$ cat config.mk
export PLATFORM = sky130hd
export DESIGN_NAME = host_cmd_engine
export DESIGN_NICKNAME = d
export VERILOG_FILES = /design/src/rtl/bus_pkg.sv /design/src/rtl/host_pkg.sv /design/src/rtl/host_cmd_engine.sv
export SDC_FILE = /design/constraint.sdc
export NUM_CORES = 1
export LEC_CHECK = 0
export BUFFER_PORTS_ARGS = -buffer_cell sky130_fd_sc_hd__buf_2
export CORE_MARGIN = 4
export CORE_UTILIZATION = 37
export CTS_CLUSTER_SIZE = 24
export DETAILED_ROUTE_END_ITERATION = 8
export PLACE_DENSITY = 0.77
export REMOVE_ABC_BUFFERS = 1
export SLEW_MARGIN = 20
export SYNTH_ARGS = -nofsm -noshare
export SYNTH_HDL_FRONTEND = slang
export SYNTH_SLANG_ARGS = --single-unit
$ cat constraint.sdc
create_clock -name sys_clk -period 4.2 [get_ports sys_clk]
set_input_delay 0.21 -clock sys_clk [delete_from_list [all_inputs] [get_ports sys_clk]]
set_output_delay 0.21 -clock sys_clk [all_outputs]
set_load 0.01 [all_outputs]
$ cat src/rtl/bus_pkg.sv
`default_nettype none

package bus_pkg;

  // Both core buses use byte addresses and carry whole words
  localparam int ADDR_W = 32;
  localparam int DATA_W = 32;

  typedef logic [ADDR_W-1:0] addr_t;
  typedef logic [DATA_W-1:0] data_t;

  // Word index starts above the byte offset bits
  localparam int WORD_BYTES = DATA_W / 8;
  localparam int WORD_LSB   = $clog2(WORD_BYTES);

  // Depth of each memory, in words
  localparam int unsigned MEM_WORDS_DEFAULT = 256;

endpackage

`default_nettype wire

$ cat src/rtl/host_pkg.sv
`default_nettype none

package host_pkg;

  // Host command opcodes
  typedef enum logic [2:0] {
    OP_IMEM_WRITE = 3'd0,
    OP_DMEM_WRITE = 3'd1,
    OP_IMEM_READ  = 3'd2,
    OP_DMEM_READ  = 3'd3,
    OP_CORE_RUN   = 3'd4,
    OP_CORE_HALT  = 3'd5
  } host_op_t;

  // One command as it sits in the FIFO, 67 bits
  typedef struct packed {
    host_op_t       op;
    bus_pkg::addr_t addr;
    bus_pkg::data_t data;
  } host_cmd_t;

  localparam int CREDIT_W = 4;
  typedef logic [CREDIT_W-1:0] credit_t;

  localparam int unsigned CMD_DEPTH_DEFAULT   = 4;
  localparam int unsigned RSP_CREDITS_DEFAULT = 2;

  function automatic logic op_is_mem(host_op_t op);
    return (op == OP_IMEM_WRITE) || (op == OP_DMEM_WRITE) ||
           (op == OP_IMEM_READ)  || (op == OP_DMEM_READ);
  endfunction

  function automatic logic op_is_read(host_op_t op);
    return (op == OP_IMEM_READ) || (op == OP_DMEM_READ);
  endfunction

  // Instruction side or data side
  function automatic logic op_is_imem(host_op_t op);
    return (op == OP_IMEM_WRITE) || (op == OP_IMEM_READ);
  endfunction

endpackage

`default_nettype wire

$ cat src/rtl/host_cmd_engine.sv
`timescale 1ns/1ps
`default_nettype none

module host_cmd_engine #(
  parameter int unsigned RSP_CREDITS = host_pkg::RSP_CREDITS_DEFAULT
) (
  input  logic                sys_clk,
  input  logic                arst_n_i,
  input  logic                cmd_empty_i,
  input  host_pkg::host_cmd_t cmd_i,
  output logic                cmd_pop_o,
  input  logic                rsp_credit_i,
  output logic                rsp_valid_o,
  output bus_pkg::data_t      rsp_data_o,
  output logic                host_sel_o,
  output logic                core_rst_n_o,
  output logic                imem_req_o,
  output logic                dmem_req_o,
  output logic                mem_we_o,
  output bus_pkg::addr_t      mem_addr_o,
  output bus_pkg::data_t      mem_wdata_o,
  input  bus_pkg::data_t      imem_rdata_i,
  input  bus_pkg::data_t      dmem_rdata_i
);

  import host_pkg::*;

  typedef enum logic [1:0] {
    S_IDLE,
    S_ACCESS,
    S_RESPOND
  } state_t;

  state_t    state_q;
  state_t    state_d;
  host_cmd_t cmd_q;
  credit_t   credits_q;
  logic      run_q;
  logic      can_pop;
  logic      have_credit;
  logic      access_go;

  // Respond overlaps with the next pop
  assign can_pop   = (state_q != S_ACCESS) && !cmd_empty_i;
  assign cmd_pop_o = can_pop;

  assign have_credit = (credits_q != '0);

  // Writes go at once, reads wait for a response credit
  assign access_go = (state_q == S_ACCESS) && (!op_is_read(cmd_q.op) || have_credit);

  assign imem_req_o  = access_go && op_is_imem(cmd_q.op);
  assign dmem_req_o  = access_go && !op_is_imem(cmd_q.op);
  assign mem_we_o    = !op_is_read(cmd_q.op);
  assign mem_addr_o  = cmd_q.addr;
  assign mem_wdata_o = cmd_q.data;

  // Read data arrives from the memory one cycle after the request
  assign rsp_valid_o = (state_q == S_RESPOND);
  assign rsp_data_o  = op_is_imem(cmd_q.op) ? imem_rdata_i : dmem_rdata_i;

  assign host_sel_o   = !run_q; // Host owns the memories while halted
  assign core_rst_n_o = run_q;

  always_comb begin
    state_d = S_IDLE;
    case (state_q)
      S_ACCESS: begin
        if (!access_go) begin
          state_d = S_ACCESS; // Stalled on response credit
        end else if (op_is_read(cmd_q.op)) begin
          state_d = S_RESPOND;
        end
      end
      default: begin
        // Memory commands are dropped while the core runs
        if (can_pop && op_is_mem(cmd_i.op) && !run_q) begin
          state_d = S_ACCESS;
        end
      end
    endcase
  end

  always_ff @(posedge sys_clk) begin
    if (can_pop) begin
      cmd_q <= cmd_i;
    end
  end

  always_ff @(posedge sys_clk or negedge arst_n_i) begin
    if (!arst_n_i) begin
      state_q   <= S_IDLE;
      run_q     <= 1'b0;
      credits_q <= credit_t'(RSP_CREDITS);
    end else begin
      state_q <= state_d;
      if (can_pop) begin
        if (cmd_i.op == OP_CORE_RUN) begin
          run_q <= 1'b1;
        end else if (cmd_i.op == OP_CORE_HALT) begin
          run_q <= 1'b0;
        end
      end
      // Host return and own spend may meet in one cycle
      case ({rsp_credit_i, rsp_valid_o})
        2'b10:   credits_q <= credits_q + 1'b1;
        2'b01:   credits_q <= credits_q - 1'b1;
        default: credits_q <= credits_q;
      endcase
    end
  end

endmodule

`default_nettype wire

==> metrics.cfg <==
[run_status]
status = completed

[routing]
drc_errors = 0
vias_per_cell = 4.373
initialDrtViolationCount = 52
drt_pass1_iterations = 4
ant_nets = 0
vias = 2204
drt_wl_total_mm = 7.885
wl_per_cell_um = 15.64

[logic_synthesis]
yosysWarnings = 0
synth-seq-cells = 74
syn_area_mm2 = 0.003304
synth-compound-area-share_pct = 0.7194
synthTopCellsByArea = edfxtp_1 61%, buf_4 15%, mux2_2 11%
yosys.area.top_type_share_pct = 60.89
postSynthCellCount = 207
synth_xor_area_share_pct = 1.325
ys.flop_type = edfxtp_1
yosys.area.top_type = edfxtp_1
synth_edf_count = 67
synthAdderAreaFrac_pct = 1.136
synthSimpleGateAreaFrac_pct = 3.294
synth_top_family_by_area = buffers and inverters
synth_cell_types = 22
ys_async_sr_fraction_pct = 9.459
synth-seq-area-share_pct = 66.22
avgSynthCellArea_um2 = 15.96
synthMuxAreaShare_pct = 11.85

[layout]
final_layout_size_suffix_gt1_share_pct = 73.48
diodes = 0
final_core_util_pct = 50.01
fin_cells = 504
syn_to_final_growth_pct = 32.00
nNetsFinal = 529

[clocking]
numClockSinks = 74
root_buffer = clkbuf_8
htree_num_levels = 3
insertion_delay_ns = 0.33
path_clk_slew_ns = 0.09
cts_resized = 0
clockBufferDepth = 2
cts_tree = yes
cts_buffers = 9

[timing]
fin_hold_ws_ns = 0.04286
slew_headroom_pct = 58.83
period_needed_ns = 2.417
rsz0062_at_grt = false
finalHoldViolCount = 0
setup_viol = 0
fin_ws_ns = 1.783
drv_slew = 0
worst_slew_pin_slew_ns = 0.6176
finalSetupTns_ns = 0
timing.fmax_mhz = 413.8
fin_skew_ns = 0.007563
fin_crit_sh_pct = 57.54

[critical_path]
start_kind = register
required_ns = 3.99
path_class = reg -> out
path_max_fanout = 52
reg2reg_from = state_q[0]$_DFF_PN0_
endpoint_kind = primary output
cp.arrival_ns = 2.21
crit_path_start = state_q[0]$_DFF_PN0_

[power]
pwr_density_cell_mw_per_mm2 = 414.4
ir_drop_v = 0.0003316
p_leak_nw = 2.028

[global_route]
grt_use_met1_pct = 14.60
grt_max_degree = 53
grt_pass1_wl_mm = 11.06
grt_overflow = 0
first_global_vias = 2260
grtUsageTotal_pct = 14.09
met3_usage_pct = 5.277
busiest_layer = met2
grt_antenna_before_repair = 0
grt.met2_usage_pct = 25.57

[die]
die_x_um = 102.5
fp.dieH_um = 102.5
fp.coreArea_mm2 = 0.008721
io_pins = 238
start_util_pct = 37.89
fp.dieArea_mm2 = 0.01051
rows = 34

[hold_path]
hp-class = in -> reg
worstHoldStart = cmd_i[13]

[run]
cap_violations = 0

[placed_design]
port_buffers = 237
dp_cells = 487
gp_congestion = 0.6983
place_ws_ns = 2.102

-- state kept, by name, indices dropped and copies added (netlist names) --
name and cells:
core_rst_n_o 1, mem_addr_o 32, mem_wdata_o 32, cmd_q 3, state_q 2, credits_q 4
-- synthesized netlist by cell type (2+ instances only) --
library cell	instances
buf_4	67
edfxtp_1	67
mux2_2	33
dfrtp_1	6
nor2_1	4
xor2_1	4
ha_1	3
nand3b_1	3
a21oi_1	2
and4bb_1	2
inv_1	2
mux2i_1	2
nand2b_1	2
nor2b_1	2
-- report_power, final --
| part | total [mW] | switching (mW) | internal [mW] |
|---|---|---|---|
| clock | 0.571 | 0.287 | 0.285 |
| sequential | 0.930 | 0.0410 | 0.889 |
| combinational | 0.306 | 0.150 | 0.156 |
| total | 1.81 | 0.478 | 1.33 |
-- layout by cell type (no fill, tap or decap), drive strengths merged --
cell type,synthesis,layout
nor2b,2,2
edfxtp,67,67
inv,2,6
dfstp,1,1
clkbuf,0,9
nor4,1,1
clkinvlp,0,2
xor2,4,4
dfrtp,6,6
nor2,5,5
mux2,33,33
and4bb,2,2
buf,67,239
o41ai,1,1
dlygate4sd3,0,1
nand3b,3,3
nand2b,2,2
nor3,1,1
nand2,1,1
bufinv,0,1
mux2i,2,2
o21ai,1,1
a21oi,2,2
xnor2,1,1
ha,3,3
-- critical path, stage by stage (launching register included) --
cell	delay [ns]
dfrtp_1	0.38
nor2b_1	0.19
nor2_4	0.43
buf_4	0.61
buf_2	0.25
-- worst paths after layout --
kind	end	slack, ns	cells after the start
setup / recovery	cmd_pop_o	1.78	4
hold / removal	mem_wdata_o[13]$_DFFE_PP_	0.04	1
setup reg to reg	mem_addr_o[25]$_DFFE_PP_	2.20	3
hold reg to reg	credits_q[3]$_DFFE_PN0P_	0.49	1
max in group asynchronous	credits_q[1]$_DFFE_PN1P_	3.74	2
min in group asynchronous	credits_q[0]$_DFFE_PN0P_	0.23	2
-- area by class of cell --
cell class,count,area (um^2)
clock buffer,9,123.9
multi-input combinational,64,613.1
fill,785,4359
inverter,2,7.507
timing repair buffer,240,1211
clock inverter,7,82.58
sequential,74,2188
tap,108,135.1
-- metrics by stage --
stage                     area, um^2  total power, mW
after floorplan                 2801            1.097
after global placement          4145            1.245
after detailed placement        4145            1.260
after CTS                       4362            1.842
after global routing            4362            1.913
final                           4362            1.807
-- routing by layer --
layer	up-vias	share of wire [%]
met2	139	53
met3	9	12
met1	1008	33
li1	1048	-
met5	-	0
met4	0	1.7
-- cells by family after synthesis --
logic type	after synthesis
buffers and inverters	69
and+or+nand+nor	17
adders and majority gates	3
muxes	35
DFF	74
AOI/OAI and AO/OA	4
xor gates and xnor gates	5
-- timing repair --
item / 4_1_cts / 5_1_grt
endpoints found under the hold margin: 7 / 0
setup buffers: 0 / 0
hold buffers: 1 / 0
Power figures use the tool's default switching activity.
