[src/rtl/bus_pkg.sv]
`default_nettype none

package bus_pkg;

  // Both core buses use byte addresses and carry whole words
  localparam int ADDR_W = 32;
  localparam int DATA_W = 32;

  typedef logic [ADDR_W-1:0] addr_t;
  typedef logic [DATA_W-1:0] data_t;

  // Word index starts above the byte offset bits
  localparam int WORD_BYTES = DATA_W / 8;
  localparam int WORD_LSB   = $clog2(WORD_BYTES);

  // Depth of each memory, in words
  localparam int unsigned MEM_WORDS_DEFAULT = 256;

endpackage

`default_nettype wire

[src/rtl/host_pkg.sv]
`default_nettype none

package host_pkg;

  // Host command opcodes
  typedef enum logic [2:0] {
    OP_IMEM_WRITE = 3'd0,
    OP_DMEM_WRITE = 3'd1,
    OP_IMEM_READ  = 3'd2,
    OP_DMEM_READ  = 3'd3,
    OP_CORE_RUN   = 3'd4,
    OP_CORE_HALT  = 3'd5
  } host_op_t;

  // One command as it sits in the FIFO, 67 bits
  typedef struct packed {
    host_op_t       op;
    bus_pkg::addr_t addr;
    bus_pkg::data_t data;
  } host_cmd_t;

  localparam int CREDIT_W = 4;
  typedef logic [CREDIT_W-1:0] credit_t;

  localparam int unsigned CMD_DEPTH_DEFAULT   = 4;
  localparam int unsigned RSP_CREDITS_DEFAULT = 2;

  function automatic logic op_is_mem(host_op_t op);
    return (op == OP_IMEM_WRITE) || (op == OP_DMEM_WRITE) ||
           (op == OP_IMEM_READ)  || (op == OP_DMEM_READ);
  endfunction

  function automatic logic op_is_read(host_op_t op);
    return (op == OP_IMEM_READ) || (op == OP_DMEM_READ);
  endfunction

  // Instruction side or data side
  function automatic logic op_is_imem(host_op_t op);
    return (op == OP_IMEM_WRITE) || (op == OP_IMEM_READ);
  endfunction

endpackage

`default_nettype wire

[src/rtl/credit_fifo.sv]
`timescale 1ns/1ps
`default_nettype none

module credit_fifo #(
  parameter type         T     = logic,
  parameter int unsigned DEPTH = host_pkg::CMD_DEPTH_DEFAULT
) (
  input  logic sys_clk,
  input  logic arst_n_i,
  input  logic push_i,
  input  T     push_data_i,
  input  logic pop_i,
  output T     pop_data_o,
  output logic empty_o,
  output logic credit_o
);

  import host_pkg::*;

  localparam int PTR_W = (DEPTH > 1) ? $clog2(DEPTH) : 1;
  localparam logic [PTR_W-1:0] LAST_PTR = PTR_W'(DEPTH - 1);

  T                 buf_q [DEPTH];
  logic [PTR_W-1:0] wr_ptr_q;
  logic [PTR_W-1:0] rd_ptr_q;
  credit_t          count_q;
  logic             full;
  logic             do_push;
  logic             do_pop;

  assign empty_o = (count_q == '0);
  assign full    = (count_q == credit_t'(DEPTH));
  assign do_push = push_i && !full; // Overflow push is lost
  assign do_pop  = pop_i && !empty_o;

  // Head entry is visible without a pop
  assign pop_data_o = buf_q[rd_ptr_q];

  always_ff @(posedge sys_clk) begin
    if (do_push) begin
      buf_q[wr_ptr_q] <= push_data_i;
    end
  end

  always_ff @(posedge sys_clk or negedge arst_n_i) begin
    if (!arst_n_i) begin
      wr_ptr_q <= '0;
      rd_ptr_q <= '0;
      count_q  <= '0;
      credit_o <= 1'b0;
    end else begin
      if (do_push) begin
        wr_ptr_q <= (wr_ptr_q == LAST_PTR) ? '0 : wr_ptr_q + 1'b1;
      end
      if (do_pop) begin
        rd_ptr_q <= (rd_ptr_q == LAST_PTR) ? '0 : rd_ptr_q + 1'b1;
      end
      case ({do_push, do_pop})
        2'b10:   count_q <= count_q + 1'b1;
        2'b01:   count_q <= count_q - 1'b1;
        default: count_q <= count_q; // Both or neither
      endcase
      // One credit back to the host per freed slot
      credit_o <= do_pop;
    end
  end

endmodule

`default_nettype wire

[config.mk]
export PLATFORM = sky130hd
export DESIGN_NAME = credit_fifo
export DESIGN_NICKNAME = d
export VERILOG_FILES = /design/src/rtl/bus_pkg.sv /design/src/rtl/host_pkg.sv /design/src/rtl/credit_fifo.sv
export SDC_FILE = /design/constraint.sdc
export NUM_CORES = 1
export LEC_CHECK = 0
export BUFFER_PORTS_ARGS = -buffer_cell sky130_fd_sc_hd__buf_2
export CAP_MARGIN = 25
export CORE_MARGIN = 10
export CORE_UTILIZATION = 59
export CTS_BUF_LIST = sky130_fd_sc_hd__clkbuf_4
export CTS_CLUSTER_DIAMETER = 50
export DETAILED_ROUTE_END_ITERATION = 8
export GPL_ROUTABILITY_DRIVEN = 0
export PLACE_DENSITY = 0.91
export SLEW_MARGIN = 25
export SYNTH_ARGS = -nofsm -noshare
export SYNTH_HDL_FRONTEND = slang
export SYNTH_SLANG_ARGS = --single-unit
[constraint.sdc]
create_clock -name sys_clk -period 3.3 [get_ports sys_clk]
set_input_delay 0 -clock sys_clk [delete_from_list [all_inputs] [get_ports sys_clk]]
set_output_delay 0 -clock sys_clk [all_outputs]
set_load 0.02 [all_outputs]
==> flow_summary.yaml, run 1 <==
outcome:
  status: "completed"
yosys:
  synth-simple-area-share: 0.161
  synthMuxAreaShare: 0.104
  seq_area_frac_synth: 0.436
  synth_nets: 78
  syn_area_um2: 792
  synth-compound-area-share: 0.0806
  synth_xor_area_frac: 0.0221
  postSynthAreaPerCell_um2: 12.4
  yosys_warnings: 0
  ys_ff_latch: 13
  netlist_instances: 64
  synth_top_family_by_area: "simple AND/OR/NAND/NOR gates"
  synth_fa_ha_area_frac: 0.152
  synth_cell_types: 26
setup_path:
  rrSetupSlack_ns: 0.76
  critical_path_arrival_ns: 2.71
  end_kind: "flop"
  startpoint_type: "flop"
  worst_r2r_path_depth: 8
  crit_end: "count_q[3]$_DFFE_PN0P_"
  reg2reg_from: "count_q[0]$_DFFE_PN0P_"
  path_class: "flop to flop"
  worst-path-max-fanout: 9
  cp.required_ns: 3.47
  critPathLaunch: "count_q[0]$_DFFE_PN0P_"
  r2r_end: "count_q[3]$_DFFE_PN0P_"
route:
  dr.pass1.iters: 4
  drtIter0Drc: 9
  route.vias.total: 504
  antenna_left: 0
  vias_per_cell: 5.48
  drc_errors: 0
  wl_per_cell_um: 13.6
  routed_wl_um: 1250
job:
  cap_violations: 0
final_layout:
  n_antenna_cell: 0
  final_layout_size_suffix_gt1_frac: 0.234
  layout_commonest_cell: "dfrtp_1"
  fillerInstances: 86
  postLayoutCellArea_um2: 901
  fin_nets: 92
  syn_to_final_growth_pct: 13.7
  final_cell_mix: "dfrtp_1 (9), inv_1 (8), ha_1 (8), buf_2 (7)"
timing:
  fmax_ghz: 0.394
  slew_viol_final: 0
  fin_skew_ns: 0.0129
  period_needed_ns: 2.54
  fin_crit_sh: 0.769
  rsz0062_at_grt: "false"
  worst_pin_slew_ns: 0.304
  finalHoldViolCount: 0
  slew_headroom: 0.794
  fin_setup_tns_ns: 0
  setup-violations-final: 0
pwr:
  power_density_nw_per_um2: 871
  power_frac_comb: 0.459
  power.share.clock: 0.138
  share_seq_of_total_power: 0.402
  vdd_drop_max_v: 0.000467
  intPower_w: 0.000466
  sw_frac_of_total: 0.407
  p_sw_w: 0.000319
  p_leak_nw: 0.402
placement:
  dp_hpwl_um: 959
  place.port_buffers: 7
  placed_area_um2: 841
global_route:
  grt_start_max_net_pins: 12
  grtUsageTotal: 0.0813
  grt_pass1_wl_um: 2180
  grt-ovfl-total: 0
  antenna_found_initial: 0
  first_global_vias: 538
floorplanning:
  die_w_um: 56.6
  start_util: 0.616
  die-area_um2: 3210
  coreArea_um2: 1280
  num_rows: 13
  io-pin-count: 8
  die_y_um: 56.6
clock_network:
  cts_buffer_depth: 2
  postCtsSetupRepairBufs: 0
  clock-sinks: 13
  clkTransAtPathRegs_ns: 0.09
  ctsResizeCount: 0
  numCtsBuffers: 3
  cts_tree: "built"
  h-tree-depth: 1
  postCtsHoldBufs: 3
  root_buffer: "clkbuf_4"
  clkLatencyLatePin_ns: 0.28
worst_hold_path:
  min_path_type: "primary input to async pin"
flip-flops by register name (all words and copies together), names as in the netlist:
signal	cells
buf_q	4
count_q	4
rd_ptr_q	2
wr_ptr_q	2
credit_o	1
worst max-delay path, cell delays in order, from the launching register on:
cell and delay (ns):
dfrtp_1 0.51, nor3_2 0.10, a21boi_2 0.29, inv_1 0.08, ha_1 0.31, ha_1 0.38, or4b_1 0.54, o311ai_1 0.12
o211ai_2 0.10
final cells by class:
type	instances	area, µm²	share of cell area
Tap cell	15	18.8	0.0208
Clock buffer	4	30.0	0.0333
Inverter	8	30.0	0.0333
Multi-Input combinational cell	42	412	0.457
Sequential cell	13	345	0.383
Timing Repair Buffer	10	65.1	0.0722
synth_stat cells:
library cell	n	area (µm²)
a2111o_1	1	11.3
a21boi_2	1	11.3
a21oi_1	2	10.0
and2_1	4	25.0
buf_2	1	5.00
dfrtp_1	9	225
edfxtp_1	4	120
fa_1	1	20.0
ha_1	8	100
inv_1	8	30.0
mux2_1	4	45.0
mux2_4	1	15.0
mux4_2	1	22.5
nand2_1	2	7.51
nand2b_4	1	13.8
nand3_1	2	10.0
nor2_1	2	7.51
nor3_2	1	10.0
nor3b_1	3	22.5
nor4_4	1	21.3
o211ai_2	1	12.5
o21ai_0	2	10.0
o311ai_1	1	8.76
or4b_1	1	10.0
xnor2_1	1	8.76
xor2_1	1	8.76
power groups by stage:
| stage | logic [W] | registers [W] | clock network, W |
|---|---|---|---|
| finish | 0.000360 | 0.000316 | 0.000109 |
| global route | 0.000408 | 0.000327 | 0.000116 |
| global placement | 0.000343 | 0.000313 | 0 |
| detailed placement | 0.000360 | 0.000320 | 0 |
| CTS | 0.000363 | 0.000316 | 0.000110 |
| floorplan | 0.000285 | 0.000305 | 0 |
per-layer routing:
metal / global-route usage / routed length [µm] / vias up
li1: - / - / 252
met1: 0.0882 / 544 / 234
met5: 0 / 0 / -
met3: 0.0270 / 76 / 3
met2: 0.141 / 611 / 15
met4: 0.0309 / 18 / 0
cells by family after synthesis:
| group | after synthesis |
|---|---|
| AND/OR/NAND/NOR | 17 |
| flip-flops | 13 |
| buffers and inverters | 9 |
| adder cells (fa/ha/maj) | 9 |
| AO/OA/AOI/OAI | 8 |
| multiplexers | 6 |
| XOR/XNOR | 2 |
worst min-delay path by stage:
stage                              end  slack [ns]  depth (start not counted)
4_1_cts        rd_ptr_q[0]$_DFFE_PN0P_        0.09                          2
3_5_place_dp   rd_ptr_q[0]$_DFFE_PN0P_       -0.14                          1
3_3_place_gp   rd_ptr_q[0]$_DFFE_PN0P_       -0.14                          1
5_1_grt         count_q[3]$_DFFE_PN0P_        0.12                          2
6_report            credit_o$_DFF_PN0_        0.08                          2
2_1_floorplan   count_q[0]$_DFFE_PN0P_       -0.30                          0
stage by stage:
| stage | hold WS (ns) | util | total power (W) | std cells | setup WS, ns |
|---|---|---|---|---|---|
| floorplan | -0.296 | - | 0.000590 | 64 | 0.733 |
| global placement | -0.141 | 0.654 | 0.000656 | 85 | 0.853 |
| detailed placement | -0.140 | 0.654 | 0.000679 | 85 | 0.778 |
| CTS | 0.0898 | 0.701 | 0.000789 | 92 | 0.755 |
| global route | 0.117 | 0.701 | 0.000851 | 92 | 0.585 |
| finish | 0.0834 | 0.701 | 0.000785 | 92 | 0.763 |
No activity file was read; power rests on OpenSTA's default activity.
==> run 2, diff against run 1 <==
--- a/config.mk
+++ b/config.mk
@@ -8,12 +8,12 @@
 export BUFFER_PORTS_ARGS = -buffer_cell sky130_fd_sc_hd__buf_2
 export CAP_MARGIN = 25
 export CORE_MARGIN = 10
-export CORE_UTILIZATION = 59
+export CORE_UTILIZATION = 53
 export CTS_BUF_LIST = sky130_fd_sc_hd__clkbuf_4
 export CTS_CLUSTER_DIAMETER = 50
 export DETAILED_ROUTE_END_ITERATION = 8
 export GPL_ROUTABILITY_DRIVEN = 0
-export PLACE_DENSITY = 0.91
+export PLACE_DENSITY = 0.87
 export SLEW_MARGIN = 25
 export SYNTH_ARGS = -nofsm -noshare
 export SYNTH_HDL_FRONTEND = slang
==> constraint.sdc (replaced) <==
create_clock -name sys_clk -period 2.27 [get_ports sys_clk]
set_input_delay 0 -clock sys_clk [delete_from_list [all_inputs] [get_ports sys_clk]]
set_output_delay 0 -clock sys_clk [all_outputs]
set_load 0.02 [all_outputs]
==> run 2 against run 1 <==
First-iteration DRC count fell by 89%. Sequential share of layout area decreased by 2.7 points. Clock skew is 0.0080 ns lower. Cell area up 8.6%. Clock-buffer cell count did not move. Critical endpoint unchanged. Total power rose by 60%. Worst hold slack improved by 0.013 ns. Largest cell class unchanged. Critical path type unchanged.
==> flow_summary.yaml, run 2 (synthesized netlist as in run 1, its figures left out) <==
outcome:
  status: "completed"
setup_path:
  slowest_delay_ns: 0.49
  cp_common_cell: "ha_4"
  critical_path_arrival_ns: 2.39
  reg2reg_from: "count_q[1]$_DFFE_PN0P_"
  startpoint_type: "flop"
  end_kind: "flop"
  slowest_stage: "or4b_1"
  worst_r2r_path_depth: 8
  path_cells: "nor4_4 > nand2b_4 > inv_2 > ha_4 > ha_4 > or4b_1 > o311ai_2 > o211ai_2"
  r2r_end: "count_q[3]$_DFFE_PN0P_"
  rrSetupSlack_ns: 0.04
  path_class: "flop to flop"
  path_delay_family: "simple AND/OR/NAND/NOR gates"
  worst-path-max-fanout: 9
  crit_buf_inv: 1
  cp.required_ns: 2.43
clock_network:
  clkLatencyLatePin_ns: 0.27
  clkTransAtPathRegs_ns: 0.08
  numCtsBuffers: 3
  root_buffer: "clkbuf_4"
  clock-sinks: 13
  h-tree-depth: 1
  cts_buffer_depth: 2
  cts_tree: "built"
pwr:
  share_seq_of_total_power: 0.358
  finalPower_w: 0.00126
  power.share.clock: 0.122
  p_sw_w: 0.000487
  power_density_nw_per_um2: 1290
  vdd_drop_max_v: 0.000812
  sw_frac_of_total: 0.387
  power_frac_comb: 0.520
  intPower_w: 0.000772
  p_leak_nw: 0.422
placement:
  place_inst: 86
  place.port_buffers: 7
  pre_cts_ws_ns: 0.0301
  dp_hpwl_um: 1020
route:
  wl_per_cell_um: 13.9
  drc_errors: 0
  dr.pass1.iters: 4
  routed_wl_um: 1350
  route.vias.total: 531
  drtIter0Drc: 1
  vias_per_cell: 5.47
  antenna_left: 0
final_layout:
  final_layout_size_suffix_gt1_frac: 0.378
  instances_no_fill: 97
  syn_to_final_growth_pct: 23.5
  n_antenna_cell: 0
  final_cell_mix: "inv_1 (7), buf_2 (7), ha_1 (6), dfrtp_1 (6), buf_4 (5)"
  largest_registers: "buf_q x4, count_q x4"
  fin_nets: 97
  postLayoutCoreUtil: 0.725
floorplanning:
  die-area_um2: 3440
  coreArea_um2: 1350
  die_y_um: 58.7
  num_rows: 13
  die_w_um: 58.7
  start_util: 0.587
  io-pin-count: 8
timing:
  fin_skew_ns: 0.00492
  slew_headroom: 0.809
  fin_crit_sh: 0.981
  slew_viol_final: 0
  finalHoldViolCount: 0
  setup_slack_ns: 0.0441
  setup-violations-final: 0
  worst_pin_slew_ns: 0.285
  fmax_ghz: 0.449
  period_needed_ns: 2.23
global_route:
  grt_pass1_wl_um: 2170
  grt_start_max_net_pins: 12
  grtUsageTotal: 0.0802
  antenna_found_initial: 0
  grt-ovfl-total: 0
  first_global_vias: 486
job:
  cap_violations: 0
worst_hold_path:
  min_path_type: "primary input to async pin"
run 2: worst max path at each step:
stage / startpoint / end / slack (ns) / depth (start not counted)
after detailed placement: count_q[1]$_DFFE_PN0P_ / count_q[3]$_DFFE_PN0P_ / 0.03 / 8
after global placement: count_q[1]$_DFFE_PN0P_ / count_q[3]$_DFFE_PN0P_ / 0.07 / 8
after floorplan: count_q[2]$_DFFE_PN0P_ / count_q[3]$_DFFE_PN0P_ / -0.07 / 8
after global routing: count_q[1]$_DFFE_PN0P_ / count_q[3]$_DFFE_PN0P_ / -0.03 / 8
final: count_q[1]$_DFFE_PN0P_ / count_q[3]$_DFFE_PN0P_ / 0.04 / 8
after CTS: count_q[1]$_DFFE_PN0P_ / count_q[3]$_DFFE_PN0P_ / 0.02 / 8
run 2: cell type report:
type | instances | area (µm²)
well taps | 15 | 18.8
clock buffers | 4 | 30.0
fillers | 95 | 372
inverters | 8 | 30.0
repair buffers | 15 | 103
flip-flops and latches | 13 | 349
multi-input cells | 42 | 448
run 2: per-layer routing:
| metal | track usage | up-vias | share of wire |
|---|---|---|---|
| met3 | 0.0515 | 2 | 0.082 |
| met1 | 0.0924 | 253 | 0.45 |
| met5 | 0 | - | 0 |
| li1 | - | 264 | - |
| met4 | 0.0197 | 0 | 0.0074 |
| met2 | 0.121 | 12 | 0.46 |
run 2: per-stage QoR:
step / hold slack (ns) / TNS [ns] / area, µm²
after detailed placement: -0.137 / 0 / 882
after floorplan: -0.296 / -0.0668 / 826
after global placement: -0.141 / 0 / 882
final: 0.0960 / 0 / 978
after global routing: 0.100 / -0.0261 / 978
after CTS: 0.0944 / 0 / 942
run 2: what timing repair did:
action / 4_1_cts / 5_1_grt
endpoints found under the setup margin: 0 / 1
buffers inserted: 0 / 4
hold buffers: 3 / 0
resized for setup: 0 / 3
hold endpoints to repair: 14 / 0
run 2: power groups by stage:
| stage | Sequential, W | Clock [W] | Combinational, W |
|---|---|---|---|
| floorplan | 0.000451 | 0 | 0.000448 |
| CTS | 0.000460 | 0.000157 | 0.000599 |
| finish | 0.000451 | 0.000153 | 0.000655 |
| global placement | 0.000455 | 0 | 0.000564 |
| detailed placement | 0.000466 | 0 | 0.000592 |
| global route | 0.000470 | 0.000168 | 0.000731 |
==> run 3, diff against run 2 <==
--- a/config.mk
+++ b/config.mk
@@ -5,6 +5,7 @@
 export SDC_FILE = /design/constraint.sdc
 export NUM_CORES = 1
 export LEC_CHECK = 0
+export ABC_AREA = 1
 export BUFFER_PORTS_ARGS = -buffer_cell sky130_fd_sc_hd__buf_2
 export CAP_MARGIN = 25
 export CORE_MARGIN = 10
==> run 3 against run 2 <==
Setup slack improved by 0.27 ns. Sequential cell count did not move. Register-to-register slack better by 0.27 ns. Total power fell by 13%. Synthesized area is 5.8% lower. Combinational power fell by 21%. Clock power barely moved. Clock skew decreased by 0.0025 ns. Critical path depth up 2. First-iteration DRC count grew to 11 times the previous value. Worst hold slack worse by 0.042 ns. Fmax rose by 14%. Largest cell class is now registers.
==> flow_summary.yaml, run 3 <==
clock_network:
  clock-sinks: 13
  numCtsBuffers: 3
  cts_tree: "built"
  clkLatencyLatePin_ns: 0.27
  h-tree-depth: 1
  cts_buffer_depth: 2
  postCtsHoldBufs: 3
  root_buffer: "clkbuf_4"
  postCtsSetupRepairBufs: 0
  ctsResizeCount: 0
  clkTransAtPathRegs_ns: 0.08
final_layout:
  regArea_um2: 345
  final_cell_mix: "nand2_1 (18), inv_1 (15), dfrtp_1 (9), ha_1 (8), buf_2 (7)"
  largest_registers: "buf_q x4, count_q x4"
  layout_commonest_cell: "nand2_1"
  postLayoutCellArea_um2: 860
  fillerInstances: 104
  n_antenna_cell: 0
  syn_to_final_growth_pct: 15.3
  final_layout_size_suffix_gt1_frac: 0.213
  fin_nets: 109
  multi_input_area_um2: 340
timing:
  worst_pin_slew_ns: 0.210
  fin_crit_sh: 0.860
  period_needed_ns: 1.95
  fmax_ghz: 0.512
  fin_skew_ns: 0.00246
  rsz0062_at_grt: "false"
  setup_slack_ns: 0.318
  finalHoldViolCount: 0
  slew_headroom: 0.860
  slew_viol_final: 0
  fin_setup_tns_ns: 0
  setup-violations-final: 0
global_route:
  grt-ovfl-total: 0
  grt_pass1_wl_um: 2090
  grtUsageTotal: 0.0790
  grt_start_max_net_pins: 10
  first_global_vias: 525
  antenna_found_initial: 0
yosys:
  postSynthAreaPerCell_um2: 9.32
  yosys.area.top_type: "dfrtp_1"
  synth_common_cells: "nand2_1 (18), inv_1 (15), dfrtp_1 (9), ha_1 (8), nor2_1 (5)"
  synth-async-reset-ratio: 0.692
  yosys_warnings: 0
  ys_ff_latch: 13
  yosysMostFrequentCell: "nand2_1"
  seq_area_frac_synth: 0.463
  syn_area_um2: 746
  synth_cell_types: 21
  synth_top_area_share: 0.302
  synth_nets: 94
  synth_edf_count: 4
  synth_flop_cell: "dfrtp_1"
  netlist_instances: 80
  synthTopCellsByArea: "dfrtp_1 (30%), edfxtp_1 (16%), ha_1 (13%)"
outcome:
  status: "completed"
floorplanning:
  io-pin-count: 8
  die_y_um: 57.5
  coreArea_um2: 1320
  die_w_um: 57.5
  start_util: 0.566
  num_rows: 13
  die-area_um2: 3310
setup_path:
  worst-path-max-fanout: 5
  path_class: "flop to flop"
  critical_path_arrival_ns: 2.12
  end_kind: "flop"
  cp.required_ns: 2.44
  startpoint_type: "flop"
route:
  wl_per_cell_um: 11.2
  vias_per_cell: 4.79
  route.vias.total: 522
  drc_errors: 0
  antenna_left: 0
  dr.pass1.iters: 4
  drtIter0Drc: 11
  routed_wl_um: 1220
placement:
  place.port_buffers: 7
  placed_area_um2: 800
  dp_hpwl_um: 975
  pre_cts_ws_ns: 0.324
pwr:
  vdd_drop_max_v: 0.000644
  p_leak_nw: 0.446
  power_density_nw_per_um2: 1270
job:
  cap_violations: 0
worst_hold_path:
  min_path_type: "primary input to flop"
## run 3: cell types whose count changed after synthesis, sizes merged, moves of 3 or more
cell,delta
nor3b,-3
nand3,+3
nor2,+5
nand2,+18
inv,+8
and2,-4
mux2,-5
## run 3: layer usage
metal | global-route usage | wire, µm | vias to the layer above
li1 | - | - | 276
met1 | 0.0788 | 505 | 229
met2 | 0.138 | 619 | 15
met3 | 0.0509 | 84 | 2
met4 | 0.0101 | 11 | 0
met5 | 0 | 0 | -
## run 3: layout make-up
type / instances / share of cell area
Clock buffer: 4 / 0.0349
Inverter: 16 / 0.0699
Multi-Input combinational cell: 51 / 0.396
Sequential cell: 13 / 0.402
Tap cell: 15 / 0.0218
Timing Repair Buffer: 10 / 0.0757
## run 3: logic make-up after synthesis
| family | count (synthesis) | synth area share |
|---|---|---|
| xor+xnor | 2 | 0.0235 |
| buf+inv | 16 | 0.0805 |
| fa+ha+maj | 9 | 0.161 |
| flops | 13 | 0.463 |
| simple gates | 32 | 0.203 |
| compound gates | 8 | 0.0688 |
## run 3: path summary, 6_finish.rpt
path / from / end / slack [ns] / cells after the start
worst max-delay path: count_q[1]$_DFFE_PN0P_ / count_q[3]$_DFFE_PN0P_ / 0.32 / 10
worst min-delay path: push_i / wr_ptr_q[1]$_DFFE_PN0P_ / 0.05 / 3
worst max register to register: count_q[1]$_DFFE_PN0P_ / count_q[3]$_DFFE_PN0P_ / 0.32 / 10
worst min register to register: count_q[3]$_DFFE_PN0P_ / count_q[3]$_DFFE_PN0P_ / 0.53 / 2
max in group asynchronous: arst_n_i / rd_ptr_q[0]$_DFFE_PN0P_ / 1.99 / 2
min in group asynchronous: arst_n_i / count_q[0]$_DFFE_PN0P_ / 0.10 / 2
## run 3: critical path, stage by stage (launching register included)
cell and delay (ns):
dfrtp_1 0.44, nor2_2 0.17, nand3_2 0.10, nand2_2 0.08, inv_2 0.06, ha_1 0.23
ha_1 0.33, a21oi_1 0.19, nand3_1 0.10, nand3_1 0.09, nand2_1 0.05
## run 3: stage by stage
stage | cells | power [W] | hold slack, ns | util
floorplan | 80 | 0.000817 | -0.296 | -
global placement | 102 | 0.000913 | -0.141 | 0.607
detailed placement | 102 | 0.000945 | -0.135 | 0.607
CTS | 109 | 0.00111 | 0.0403 | 0.652
global route | 109 | 0.00120 | 0.0563 | 0.652
finish | 109 | 0.00109 | 0.0542 | 0.652
## run 3: report_power, final
group | total, W | switching, W | internal (W)
clock network | 0.000151 | 0.0000706 | 0.0000800
logic | 0.000519 | 0.000311 | 0.000208
registers | 0.000419 | 0.0000836 | 0.000336
